--- config.mk ---
export PLATFORM = sky130hd
export DESIGN_NAME = fetch_unit
export DESIGN_NICKNAME = d
export VERILOG_FILES = /design/src/hw/fetch_unit.sv
export VERILOG_INCLUDE_DIRS = /design/src /design/src/hw
export SDC_FILE = /design/constraint.sdc
export NUM_CORES = 2
export LEC_CHECK = 0
export BUFFER_PORTS_ARGS = -buffer_cell sky130_fd_sc_hd__buf_4
export CAP_MARGIN = 20
export CORE_ASPECT_RATIO = 0.6
export CORE_MARGIN = 5
export CORE_UTILIZATION = 55
export CTS_BUF_LIST = sky130_fd_sc_hd__clkbuf_8
export DETAILED_ROUTE_END_ITERATION = 10
export GPL_TIMING_DRIVEN = 0
export PLACE_DENSITY = 0.73
export SLEW_MARGIN = 15
export SYNTH_ARGS = -nofsm -noshare
export SYNTH_HDL_FRONTEND = slang
export SYNTH_SLANG_ARGS = --single-unit
--- constraint.sdc ---
create_clock -name clk -period 3.84 [get_ports clk]
set_input_delay 0.768 -clock clk [delete_from_list [all_inputs] [get_ports clk]]
set_output_delay 0.768 -clock clk [all_outputs]
set_load 0.01 [all_outputs]
--- src/hw/cpu_config.svh ---
`ifndef CPU_CONFIG_SVH
`define CPU_CONFIG_SVH

// data path and instruction width in bits
`define CPU_WORD 16

// architectural registers, r0 reads as zero
`define CPU_REGS 16

// program memory size in 16-bit words
`define IMEM_DEPTH 256

// data memory size in 16-bit words
`define DMEM_DEPTH 256

`endif

--- src/hw/fetch_unit.sv ---
`include "cpu_config.svh"

module fetch_unit (
  input  logic                 clk,
  input  logic                 rst,
  input  logic                 run,
  input  logic                 stall,
  input  logic                 halt_seen,
  input  logic                 br_taken,
  input  logic [`CPU_WORD-1:0] br_target,
  input  logic                 imem_we,
  input  logic [`CPU_WORD-1:0] imem_addr,
  input  logic [`CPU_WORD-1:0] imem_wdata,
  output logic [`CPU_WORD-1:0] pc,
  output logic                 if_valid,
  output logic [`CPU_WORD-1:0] if_instr,
  output logic [`CPU_WORD-1:0] if_pc_plus2
);
  localparam int IA = $clog2(`IMEM_DEPTH);

  logic [`CPU_WORD-1:0] imem [`IMEM_DEPTH];
  logic [IA-1:0]        mem_addr;
  logic [`CPU_WORD-1:0] pc_plus2;
  logic                 advance;

  assign pc_plus2 = pc + `CPU_WORD'd2;
  // new fetch only when running, not interlocked and no hlt waiting in decode
  assign advance  = run && !stall && !halt_seen;
  // one address for load port and fetch, word index from byte address
  assign mem_addr = imem_we ? imem_addr[IA:1] : pc[IA:1];

  // program memory, registered read doubles as the IF/ID instruction
  always_ff @(posedge clk) begin
    if (imem_we) begin
      imem[mem_addr] <= imem_wdata;
    end else if (advance) begin
      if_instr <= imem[mem_addr];
    end
  end

  always_ff @(posedge clk) begin
    if (advance) begin
      if_pc_plus2 <= pc_plus2;
    end
  end

  // pc and IF/ID valid
  always_ff @(posedge clk) begin
    if (rst) begin
      pc       <= '0;
      if_valid <= 1'b0;
    end else if (br_taken) begin
      // redirect, drop the instruction sitting in IF/ID
      pc       <= br_target;
      if_valid <= 1'b0;
    end else if (advance) begin
      pc       <= pc_plus2;
      if_valid <= 1'b1;
    end else if (!stall && !halt_seen) begin
      // run low, decode consumed the slot and nothing new arrives
      if_valid <= 1'b0;
    end
  end

endmodule

==> impl_summary.txt <==
----------------------------------------------------
[Outcome]
  Status ... complete, but fails checks
  Violations in the final reports ... setup timing

[Synthesis]
  Primary flip-flop cell chosen by synthesis mapping ... sky130_fd_sc_hd__edfxtp_1
  Post-synth EDFFs ... approximately 4100
  Arithmetic-cell share of the synthesized area counting full adders, half adders and majority gates ... 0.00790%
  Distinct cell type count of the synthesized netlist ... 46
  Cells after synthesis ... approximately 8100
  Sequential cell area fraction in the yosys report ... 78.5%
  Net Count, Synth ... 8123
  Average cell area after synthesis ... about 20 um2
  Asr flop ratio synth ... 0%
  Main combinational cell family by area after synthesis ... multiplexers
  Xor/xnor share of the synthesized area ... less than 1%
  Post-synthesis compound-gate area fraction ... under 10%
  Multiplexer share of the synthesized area ... between 10% and 20%
  Synth warn ... 0
  Register bit count reported by yosys ... approximately 4100
  Post-Synthesis Cell Area ... 158000 um2
  Post-synthesis share of cell area spent on and, or, nand and nor gates ... under 10%

[Timing]
  Final-report hold violation count ... 0
  Tmin final ... 4.18 ns
  Smallest setup slack after layout ... -0.342 ns
  Worst rel slew slack ... 12.8%
  Aggregate negative setup slack ... -3.54 ns
  Timing-limited maximum frequency ... 0.239 GHz
  Actual slew at the worst max-slew pin ... 1.30 ns
  Unrepaired setup endpoints after global routing ... true
  Share of the clock period used by the worst path ... 109%
  Final Max Tran Viols ... 0
  Max Clock Skew ... 0.0905 ns
  Final count of negative-setup-slack endpoints ... 56

[Finish]
  Area growth, synth to finish ... 16.6%
  Fin util ... 64.6%
  Final Cell Area ... 185000 um2
  Fraction of layout cells with a size suffix above 1 ... approximately 25%
  Top library cells by usage in the layout, fill and taps aside ... 4128 x sky130_fd_sc_hd__edfxtp_1, 1264 x sky130_fd_sc_hd__mux2i_1, 622 x sky130_fd_sc_hd__o22ai_1
  Commonest non-fill, non-tap cell in the layout ... sky130_fd_sc_hd__edfxtp_1
  Nets@finish ... about 9200

[Worst setup path]
  Crit Path Category ... flip-flop to flip-flop
  Kind of launch point of the worst setup path ... flip-flop
  Data required time at the worst endpoint ... 4.68 ns
  Crit path arrival time ... 5.02 ns
  CP endpoint kind ... flip-flop
  CP max FO ... 10

[CTS]
  Clock sinks ... 4145
  Clock tree from TritonCTS ... done
  Maximum root-to-sink buffer count ... 4
  Number of buffers inserted during clock tree synthesis ... a little under 600
  Clock H-tree levels ... 6
  Root cell of the clock tree ... sky130_fd_sc_hd__clkbuf_8
  Worst skew pair latency ... 1.09 ns
  Clock edge transition at the registers on the reported setup and hold paths ... 0.07 ns

[GRT]
  Total congestion overflow after global routing ... 0
  Maximum number of pins on one net before global-route repair ... 124
  Total routing usage reported by global routing ... 32.2%
  Number of antenna violations at the first check in global routing ... 33
  Wire length of the first global-routing pass ... 664000 um
  Vias in the first global route ... 85100

[Floorplan]
  I/O Pins ... between 100 and 150
  Die outline width ... 703 um
  Die area ... around 300000 um2
  Placeable core region ... around 290000 um2
  Floorplan die height ... about 430 um
  Row Count ... 152
  Initial Utilization ... 55.3%

[Place]
  Hpwl dp ... about 330000 um
  Instance area after placement ... 169000 um2
  Weighted congestion at the end of routability-driven global placement ... 1.00
  Number of buffer cells added on primary ports ... 93

[Routing]
  Number of DRC violations after detailed-routing iteration 0 ... 16600
  Residual antenna-violating net count after detailed routing ... 0
  Total via count in the routed design ... 90300
  Number of optimization iterations in the first detailed-route pass ... 9
  Avg WL per Cell ... 36.6 um
  Via density per instance ... roughly 6.7
  Detailed-route DRC error count ... 0
  Detailed Route WL ... 491000 um

[Pwr]
  Power per unit of standard cell area ... a little under 500 nW/um2
  Post-route total power ... 89.3 mW
  Pleak ... 60.4 nW
  Worst-case vdd ir drop ... 348 uV

[Job]
  Number of max-cap violations ... 0

[Worst hold path]
  Classification of the worst-slack hold path ... input pin to flip-flop

----------------------------------------------------
==> worst max-delay path, stage by stage, from the launching register on <==
cell and delay (ns):
sky130_fd_sc_hd__dfxtp_1 0.34, sky130_fd_sc_hd__buf_4 0.19, sky130_fd_sc_hd__nor3b_1 0.16, sky130_fd_sc_hd__or2_4 0.27
sky130_fd_sc_hd__buf_12 0.19, sky130_fd_sc_hd__nand2_8 0.17, sky130_fd_sc_hd__buf_16 0.19, sky130_fd_sc_hd__buf_6 0.19
sky130_fd_sc_hd__o22ai_1 0.13, sky130_fd_sc_hd__o41ai_4 0.71, sky130_fd_sc_hd__nand4_1 0.82, sky130_fd_sc_hd__and4_1 0.50
==> flip-flops by register name, indices dropped and copies added (netlist names) <==
name,count
if_pc_plus2,16
imem,4096
pc,16
if_valid,1
if_instr,16
==> report_power, final <==
part	internal [mW]	total (mW)	switching, mW
clock	15.1	31.6	16.5
sequential	49.8	49.9	0.0400
combinational	2.49	7.86	5.37
total	67.4	89.3	21.9
==> metal layers <==
layer	global-route usage, %	part of all wire (%)
met1	46.8	37
met5	0.403	0.058
met4	10.4	3.7
met2	40.3	39
met3	18.8	20
==> logic make-up after synthesis <==
family                   after synthesis
AO/OA/AOI/OAI                       1063
XOR/XNOR                              24
adder cells (fa/ha/maj)                1
buffers and inverters                504
flip-flops                          4145
multiplexers                        1669
AND/OR/NAND/NOR                      661
==> per-stage QoR <==
stage | instances | hold slack, ns | setup slack [ns]
CTS | 13300 | 0.0350 | -0.219
floorplan | 8067 | 0.431 | 0.101
global route | 13400 | 0.0371 | -0.150
global placement | 12000 | 0.438 | -4.12
finish | 13400 | 0.0869 | -0.342
detailed placement | 12300 | 0.463 | -2.59
==> repair_timing <==
item,4_1_cts,5_1_grt
endpoints found under the hold margin,35,0
hold buffers,17,0
pin swaps,90,75
resized for setup,687,258
buffers inserted,40,51
endpoints found under the setup margin,3653,1170
cloned,1,4
==> final cells by class <==
class | instances | area, um2
antenna | 30 | 75.1
buffer | 487 | 3740
clock buffer | 609 | 8380
clock inverter | 379 | 1740
fill | 18400 | 101000
inverter | 7 | 26.3
multi-input combinational | 3418 | 35400
sequential | 4145 | 124000
tap | 3850 | 4820
timing repair buffer | 493 | 6310
==> synth_stat cells (16+ instances only) <==
master,n,area (um2)
sky130_fd_sc_hd__edfxtp_1,4128,124000
sky130_fd_sc_hd__mux4_2,384,8650
sky130_fd_sc_hd__clkbuf_1,232,871
sky130_fd_sc_hd__a22oi_1,128,961
sky130_fd_sc_hd__buf_1,34,128
sky130_fd_sc_hd__o22ai_1,640,4000
sky130_fd_sc_hd__a21oi_1,115,576
sky130_fd_sc_hd__nand2_1,221,830
sky130_fd_sc_hd__buf_2,193,966
sky130_fd_sc_hd__buf_4,29,218
sky130_fd_sc_hd__nor3_1,50,250
sky130_fd_sc_hd__o41ai_1,160,1400
sky130_fd_sc_hd__dfxtp_1,17,340
sky130_fd_sc_hd__nor2_1,237,890
sky130_fd_sc_hd__nand4_1,100,626
sky130_fd_sc_hd__mux2i_1,1283,12800
sky130_fd_sc_hd__and4_1,16,140
==> worst paths after layout <==
kind	from	end	slack, ns	cells past startpoint
max	pc[3]	if_instr[6]	-0.34	11
min	rst	pc[0]	0.09	2
max reg2reg	pc[3]	if_instr[6]	-0.34	11
min reg2reg	pc[0]	if_pc_plus2[0]	0.48	0
No activity file was read; power rests on OpenSTA's default activity.
