`src/hw/cpu_config.svh`:
```
`ifndef CPU_CONFIG_SVH
`define CPU_CONFIG_SVH

// data path and instruction width in bits
`define CPU_WORD 16

// architectural registers, r0 reads as zero
`define CPU_REGS 16

// program memory size in 16-bit words
`define IMEM_DEPTH 256

// data memory size in 16-bit words
`define DMEM_DEPTH 256

`endif

```
`src/hw/cpu_pkg.sv`:
```
package cpu_pkg;

  // instruction opcodes, bits 15:12 of every instruction
  typedef enum logic [3:0] {
    ADD  = 4'b0000,
    SUB  = 4'b0001,
    XOR  = 4'b0010,
    NOP0 = 4'b0011,
    SLL  = 4'b0100,
    SRA  = 4'b0101,
    ROR  = 4'b0110,
    NOP2 = 4'b0111,
    LW   = 4'b1000,
    SW   = 4'b1001,
    LLB  = 4'b1010,
    LHB  = 4'b1011,
    B    = 4'b1100,
    NOP1 = 4'b1101,
    PCS  = 4'b1110,
    HLT  = 4'b1111
  } opcode_e;

  // branch conditions, bits 11:9 of a B instruction
  typedef enum logic [2:0] {
    NE = 3'b000,
    EQ = 3'b001,
    GT = 3'b010,
    LT = 3'b011,
    GE = 3'b100,
    LE = 3'b101,
    OV = 3'b110,
    UN = 3'b111
  } br_cond_e;

  // zero, overflow and negative flags
  typedef struct packed {
    logic z;
    logic v;
    logic n;
  } flags_t;

endpackage

```
`src/hw/cpu_ifs.sv`:
```
`include "cpu_config.svh"

// decode to execute pipeline register contents
interface id_ex_if import cpu_pkg::*; ();
  logic                           valid;
  opcode_e                        op;
  logic [$clog2(`CPU_REGS)-1:0]   rd;
  logic [`CPU_WORD-1:0]           a_val;
  logic [`CPU_WORD-1:0]           b_val;
  logic [`CPU_WORD-1:0]           imm;
  logic [`CPU_WORD-1:0]           store_val;
  logic [`CPU_WORD-1:0]           pc_plus2;
  br_cond_e                       cond;
  // signed word offset of a branch
  logic [8:0]                     br_off;
  logic                           we_reg;

  modport src (output valid, op, rd, a_val, b_val, imm, store_val, pc_plus2, cond,
               br_off, we_reg);
  modport dst (input valid, op, rd, a_val, b_val, imm, store_val, pc_plus2, cond,
               br_off, we_reg);
endinterface

// execute to memory pipeline register contents
interface ex_mem_if ();
  logic                           valid;
  logic                           we_reg;
  logic [$clog2(`CPU_REGS)-1:0]   rd;
  // alu result, pcs value or byte address for lw/sw
  logic [`CPU_WORD-1:0]           result;
  logic                           mem_rd;
  logic                           mem_wr;
  logic [`CPU_WORD-1:0]           store_val;
  logic                           is_hlt;

  modport src (output valid, we_reg, rd, result, mem_rd, mem_wr, store_val, is_hlt);
  modport dst (input valid, we_reg, rd, result, mem_rd, mem_wr, store_val, is_hlt);
  // decode only needs the pending writer for its interlock
  modport watch (input valid, we_reg, rd);
endinterface

```
`src/hw/alu.sv`:
```
`include "cpu_config.svh"

module alu import cpu_pkg::*; (
  input  opcode_e              op,
  input  logic [`CPU_WORD-1:0] a,
  input  logic [`CPU_WORD-1:0] b,
  output logic [`CPU_WORD-1:0] result,
  output logic                 z,
  output logic                 v,
  output logic                 n
);
  localparam int W  = `CPU_WORD;
  localparam int SW = $clog2(W);

  logic [W-1:0]   sum;
  logic [W-1:0]   diff;
  logic [2*W-1:0] rot;
  logic [SW-1:0]  sh;

  // shift amount from low bits of b, 0..15
  assign sh   = b[SW-1:0];
  assign sum  = a + b;
  assign diff = a - b;
  // rotate right by shifting a doubled copy
  assign rot  = {a, a} >> sh;

  always_comb begin
    v = 1'b0;
    case (op)
      ADD: begin
        result = sum;
        // same-sign operands giving a different-sign sum
        v      = (a[W-1] == b[W-1]) && (sum[W-1] != a[W-1]);
      end
      SUB: begin
        result = diff;
        v      = (a[W-1] != b[W-1]) && (diff[W-1] != a[W-1]);
      end
      XOR: result = a ^ b;
      SLL: result = a << sh;
      SRA: result = $signed(a) >>> sh;
      ROR: result = rot[W-1:0];
      // llb, lhb and the rest take b unchanged
      default: result = b;
    endcase
  end

  assign z = (result == '0);
  assign n = result[W-1];

endmodule

```
`src/hw/execute_unit.sv`:
```
`include "cpu_config.svh"

module execute_unit import cpu_pkg::*; (
  input  logic                 clk,
  input  logic                 rst,
  output logic                 br_taken,
  output logic [`CPU_WORD-1:0] br_target,
  id_ex_if.dst                 id_ex,
  ex_mem_if.src                ex_mem
);
  flags_t               flags;
  logic [`CPU_WORD-1:0] alu_b;
  logic [`CPU_WORD-1:0] alu_result;
  logic [`CPU_WORD-1:0] mem_addr;
  logic [`CPU_WORD-1:0] ex_result;
  logic                 alu_z;
  logic                 alu_v;
  logic                 alu_n;
  logic                 cond_met;

  // second alu operand, immediate for shifts/llb, merged byte for lhb
  always_comb begin
    case (id_ex.op)
      SLL, SRA, ROR, LLB: alu_b = id_ex.imm;
      LHB:                alu_b = {id_ex.imm[7:0], id_ex.a_val[7:0]};
      default:            alu_b = id_ex.b_val;
    endcase
  end

  alu u_alu (
    .op     (id_ex.op),
    .a      (id_ex.a_val),
    .b      (alu_b),
    .result (alu_result),
    .z      (alu_z),
    .v      (alu_v),
    .n      (alu_n)
  );

  // base plus scaled offset
  assign mem_addr = id_ex.a_val + id_ex.imm;

  always_comb begin
    case (id_ex.op)
      LW, SW:  ex_result = mem_addr;
      PCS:     ex_result = id_ex.pc_plus2;
      default: ex_result = alu_result;
    endcase
  end

  // flag register, z on all alu ops, v and n on add/sub only
  always_ff @(posedge clk) begin
    if (rst) begin
      flags <= '0;
    end else if (id_ex.valid) begin
      if (id_ex.op inside {ADD, SUB, XOR, SLL, SRA, ROR}) begin
        flags.z <= alu_z;
      end
      if (id_ex.op inside {ADD, SUB}) begin
        flags.v <= alu_v;
        flags.n <= alu_n;
      end
    end
  end

  always_comb begin
    case (id_ex.cond)
      NE:      cond_met = !flags.z;
      EQ:      cond_met = flags.z;
      GT:      cond_met = !flags.z && !flags.n;
      LT:      cond_met = flags.n;
      GE:      cond_met = flags.z || !flags.n;
      LE:      cond_met = flags.z || flags.n;
      OV:      cond_met = flags.v;
      default: cond_met = 1'b1;
    endcase
  end

  assign br_taken  = id_ex.valid && (id_ex.op == B) && cond_met;
  // pc + 2 + 2 * signed word offset
  assign br_target = id_ex.pc_plus2 +
                     {{(`CPU_WORD-10){id_ex.br_off[8]}}, id_ex.br_off, 1'b0};

  // EX/MEM control
  always_ff @(posedge clk) begin
    if (rst) begin
      ex_mem.valid  <= 1'b0;
      ex_mem.we_reg <= 1'b0;
      ex_mem.mem_rd <= 1'b0;
      ex_mem.mem_wr <= 1'b0;
      ex_mem.is_hlt <= 1'b0;
    end else begin
      ex_mem.valid  <= id_ex.valid;
      ex_mem.we_reg <= id_ex.valid && id_ex.we_reg;
      ex_mem.mem_rd <= id_ex.valid && (id_ex.op == LW);
      ex_mem.mem_wr <= id_ex.valid && (id_ex.op == SW);
      ex_mem.is_hlt <= id_ex.valid && (id_ex.op == HLT);
    end
  end

  // EX/MEM payload
  always_ff @(posedge clk) begin
    ex_mem.rd        <= id_ex.rd;
    ex_mem.result    <= ex_result;
    ex_mem.store_val <= id_ex.store_val;
  end

endmodule

```
`src/flat_wrapper.sv`:
```
// flat-port wrapper written by rule: the top's interface ports become plain ports
module execute_unit_flat import cpu_pkg::*;
  (clk, rst, br_taken, br_target, id_ex_valid, id_ex_op, id_ex_rd, id_ex_a_val, id_ex_b_val, id_ex_imm, id_ex_store_val, id_ex_pc_plus2, id_ex_cond, id_ex_br_off, id_ex_we_reg, ex_mem_valid, ex_mem_we_reg, ex_mem_rd, ex_mem_result, ex_mem_mem_rd, ex_mem_mem_wr, ex_mem_store_val, ex_mem_is_hlt);
  id_ex_if id_ex_i ();
  ex_mem_if ex_mem_i ();
  input  logic clk;
  input  logic rst;
  output logic br_taken;
  output logic [`CPU_WORD-1:0] br_target;
  input wire logic [$bits(id_ex_i.valid)-1:0] id_ex_valid;
  input wire logic [$bits(id_ex_i.op)-1:0] id_ex_op;
  input wire logic [$bits(id_ex_i.rd)-1:0] id_ex_rd;
  input wire logic [$bits(id_ex_i.a_val)-1:0] id_ex_a_val;
  input wire logic [$bits(id_ex_i.b_val)-1:0] id_ex_b_val;
  input wire logic [$bits(id_ex_i.imm)-1:0] id_ex_imm;
  input wire logic [$bits(id_ex_i.store_val)-1:0] id_ex_store_val;
  input wire logic [$bits(id_ex_i.pc_plus2)-1:0] id_ex_pc_plus2;
  input wire logic [$bits(id_ex_i.cond)-1:0] id_ex_cond;
  input wire logic [$bits(id_ex_i.br_off)-1:0] id_ex_br_off;
  input wire logic [$bits(id_ex_i.we_reg)-1:0] id_ex_we_reg;
  output wire logic [$bits(ex_mem_i.valid)-1:0] ex_mem_valid;
  output wire logic [$bits(ex_mem_i.we_reg)-1:0] ex_mem_we_reg;
  output wire logic [$bits(ex_mem_i.rd)-1:0] ex_mem_rd;
  output wire logic [$bits(ex_mem_i.result)-1:0] ex_mem_result;
  output wire logic [$bits(ex_mem_i.mem_rd)-1:0] ex_mem_mem_rd;
  output wire logic [$bits(ex_mem_i.mem_wr)-1:0] ex_mem_mem_wr;
  output wire logic [$bits(ex_mem_i.store_val)-1:0] ex_mem_store_val;
  output wire logic [$bits(ex_mem_i.is_hlt)-1:0] ex_mem_is_hlt;
  assign id_ex_i.valid = id_ex_valid;
  assign id_ex_i.op = id_ex_op;
  assign id_ex_i.rd = id_ex_rd;
  assign id_ex_i.a_val = id_ex_a_val;
  assign id_ex_i.b_val = id_ex_b_val;
  assign id_ex_i.imm = id_ex_imm;
  assign id_ex_i.store_val = id_ex_store_val;
  assign id_ex_i.pc_plus2 = id_ex_pc_plus2;
  assign id_ex_i.cond = id_ex_cond;
  assign id_ex_i.br_off = id_ex_br_off;
  assign id_ex_i.we_reg = id_ex_we_reg;
  assign ex_mem_valid = ex_mem_i.valid;
  assign ex_mem_we_reg = ex_mem_i.we_reg;
  assign ex_mem_rd = ex_mem_i.rd;
  assign ex_mem_result = ex_mem_i.result;
  assign ex_mem_mem_rd = ex_mem_i.mem_rd;
  assign ex_mem_mem_wr = ex_mem_i.mem_wr;
  assign ex_mem_store_val = ex_mem_i.store_val;
  assign ex_mem_is_hlt = ex_mem_i.is_hlt;
  execute_unit u_core (.clk(clk), .rst(rst), .br_taken(br_taken), .br_target(br_target), .id_ex(id_ex_i), .ex_mem(ex_mem_i));
endmodule
```
`config.mk`:
```
export PLATFORM = sky130hd
export DESIGN_NAME = execute_unit_flat
export DESIGN_NICKNAME = d
export VERILOG_FILES = /design/src/hw/cpu_pkg.sv /design/src/hw/cpu_ifs.sv /design/src/hw/alu.sv /design/src/hw/execute_unit.sv /design/src/flat_wrapper.sv
export VERILOG_INCLUDE_DIRS = /design/src /design/src/hw
export SDC_FILE = /design/constraint.sdc
export NUM_CORES = 1
export LEC_CHECK = 0
export ABC_AREA = 1
export ABC_CLOCK_PERIOD_IN_PS = 6300
export BUFFER_PORTS_ARGS = -buffer_cell sky130_fd_sc_hd__buf_2
export CAP_MARGIN = 20
export CORE_MARGIN = 2
export CORE_UTILIZATION = 61
export CTS_BUF_LIST = sky130_fd_sc_hd__clkbuf_8 sky130_fd_sc_hd__clkbuf_16
export DETAILED_ROUTE_END_ITERATION = 8
export HOLD_SLACK_MARGIN = 0.1
export MAX_ROUTING_LAYER = met4
export PLACE_DENSITY_LB_ADDON = 0.05
export SLEW_MARGIN = 40
export SYNTH_ARGS = -nofsm -noshare
export SYNTH_HDL_FRONTEND = slang
export SYNTH_SLANG_ARGS = --single-unit
```
`constraint.sdc`:
```
create_clock -name clk -period 6.3 [get_ports clk]
set_input_delay 0.63 -clock clk [delete_from_list [all_inputs] [get_ports clk]]
set_output_delay 0.63 -clock clk [all_outputs]
set_load 0.03 [all_outputs]
```
==> results.yml <==
status:
  status: "finished, violations left"
  violations: "design-rule violations"
synthesis:
  ys_top_cells_by_count: "328 x nand2_1, 190 x nand3_1, 132 x inv_1, 104 x nor2_1, 90 x a21oi_1"
  syn_inst: 1202
  yosysUniqueCellTypes: 53
  synth_most_common_cell: "nand2_1"
  syn_area_mm2: 0.00686
  synth_edf_count: 0
  syn_area_per_cell_um2: 5.71
  ys_seq_area_frac: 0.128
  synth_area_leader_cell: "nand2_1"
  ys_async_sr_fraction: 0
  ys_ff_latch: 44
  synth.top_cell.area_share: 0.179
  synth_warnings: 0
  syn_nets: 1371
  synthTopCellsByArea: "nand2_1 18%, nand3_1 14%, dfxtp_1 13%"
  synth_flop_cell: "dfxtp_1"
route:
  met2_length_um: 11400
  vias: 9089
  totalWireLength_um: 26100
  drc: 4
  via_per_inst: 6.14
  dr.pass1.iters: 9
  met1_length_um: 9610
  highest_layer: "met4"
  routedWlPerCell_um: 17.6
  drt_iter0_drc: 1249
  drtAntennaViolNets: 0
  wl_met3_um: 3680
timing:
  finalCritPeriodShare: 0.689
  worst_slew_pin_slew_ps: 896
  finalMaxSlewViolations: 0
  hold_viol: 0
  rsz0062_at_grt: "no"
  tns_ps: 0
  fmax_mhz: 230
  holdWs_ps: 417
  final-setup-viol-count: 0
  maxSlewHeadroom: 0.401
  fin_skew_ps: 0
  min_period_ps: 4340
pwr:
  peakVddDrop_v: 0.000147
  p_leak_nw: 4.27
  power_density_mw_per_mm2: 183
  power_mw: 1.43
floorplan:
  die_x_um: 110
  die_area_mm2: 0.0121
  initial_core_util: 0.630
  pin_count: 162
  die_height_um: 110
  core_area_mm2: 0.0109
  placementRows: 38
setup_path:
  crit_slowest_cell: "a21oi_2"
  critPathLaunchType: "input pin"
  cp-end-kind: "flop"
  setup.worst_path.class: "in2reg"
  cp.arrival_ps: 4590
  path_max_fanout: 31
  critical_path_required_ps: 6550
  critical_path.max_stage_delay_ps: 470
place:
  place_area_mm2: 0.00768
  gp_congestion: 1.10
  portBuffers: 161
  post-dp-hpwl_um: 21200
clock_tree:
  cts_made_buffers: 5
  postCtsResizedCells: 0
  cts_htree_levels: 2
  clock_path_buffers: 2
  post_cts_buffers: 0
  worstSkewPairLatency_ps: 300
  cts_tree: "done"
  cts_root_buf: "clkbuf_8"
  clk_pin_slew_ps: 90
  cts_sinks: 44
  cts_hold_buf: 0
cells_and_area:
  fillCellCount: 1004
  area_growth_pct: 13.8
  largest_registers: "u_core.ex_mem.result x16, u_core.ex_mem.store_val x16, u_core.ex_mem.rd x4"
  final_design_area_no_fill_mm2: 0.00780
  drive_above_1_share: 0.160
  nNetsFinal: 1507
grt:
  grt_pass1_vias: 7864
  grt_usage: 0.435
  overflow: 0
  grt_max_degree: 37
  grt_pass1_wl_um: 39500
  antenna_found_initial: 1
run:
  maxCapViolations: 0
hold_path:
  hold_class: "in2reg"
-- worst max-delay path, delay by kind of cell --
family	cells	cell delay, ps
adders and majority gates	1	270
and+or+nand+nor	16	2140
AOI/OAI and AO/OA	3	730
buffers and inverters	6	780
-- cell type report --
| class | instances | area (µm²) | area share |
|---|---|---|---|
| multi-input cells | 978 | 5240 | 0.672 |
| flip-flops and latches | 44 | 881 | 0.113 |
| repair buffers | 166 | 843 | 0.108 |
| inverters | 143 | 544 | 0.0697 |
| well taps | 140 | 175 | 0.0224 |
| clock buffers | 5 | 68.8 | 0.00882 |
| clock inverters | 3 | 46.3 | 0.00593 |
| diodes | 2 | 5.00 | 0.000641 |
-- path summary, 6_finish.rpt --
| kind | cells after the start | slack, ps | to | from |
|---|---|---|---|---|
| min | 1 | 420 | u_core.ex_mem.store_val[8]$_DFF_P_ | id_ex_store_val[8] |
| min reg2reg | 2 | 550 | u_core.flags[0]$_SDFFE_PP0P_ | u_core.flags[0]$_SDFFE_PP0P_ |
| max | 26 | 1960 | u_core.flags[2]$_SDFFE_PP0P_ | id_ex_op[1] |
| max reg2reg | 4 | 5460 | u_core.flags[2]$_SDFFE_PP0P_ | u_core.flags[2]$_SDFFE_PP0P_ |
-- cells by family after synthesis --
group / Yosys count / share of synthesized area
AOI/OAI and AO/OA: 216 / 0.184
xor gates and xnor gates: 20 / 0.0255
adders and majority gates: 65 / 0.122
buffers and inverters: 180 / 0.108
DFF: 44 / 0.128
and+or+nand+nor: 677 / 0.432
-- layer usage --
layer | global-route usage | vias up
li1 | - | 4287
met1 | 0.535 | 4023
met2 | 0.677 | 653
met3 | 0.0988 | 126
met4 | 0.199 | 0
met5 | - | -
-- cells in the final DEF (no fill, tap or decap), drive strengths merged, types with 3 or more instances in the layout --
cell / n
nand2: 344
nand3: 195
buf: 166
inv: 141
nor2: 105
a21oi: 92
o21ai: 64
ha: 62
dfxtp: 44
xor2: 18
nor3: 15
o211ai: 12
nand4: 7
a32o: 5
and2: 5
o21bai: 5
o22ai: 5
clkbuf: 5
o31ai: 4
a21o: 4
a221oi: 4
a31oi: 4
a22oi: 4
o2111ai: 3
or2: 3
a211oi: 3
fa: 3
clkinv: 3
a21boi: 3
-- stage by stage --
step	setup WS (ps)	util	std cells
floorplan	2590	-	1202
global placement	1940	0.705	1471
detailed placement	1820	0.706	1471
CTS	2130	0.716	1479
global route	1590	0.717	1480
finish	1960	0.717	1481
-- power by group --
part	internal, mW	total [mW]	switching (mW)
registers	0.304	0.311	0.00697
clock network	0.120	0.227	0.107
logic	0.270	0.892	0.622
No activity file was read; power rests on OpenSTA's default activity.
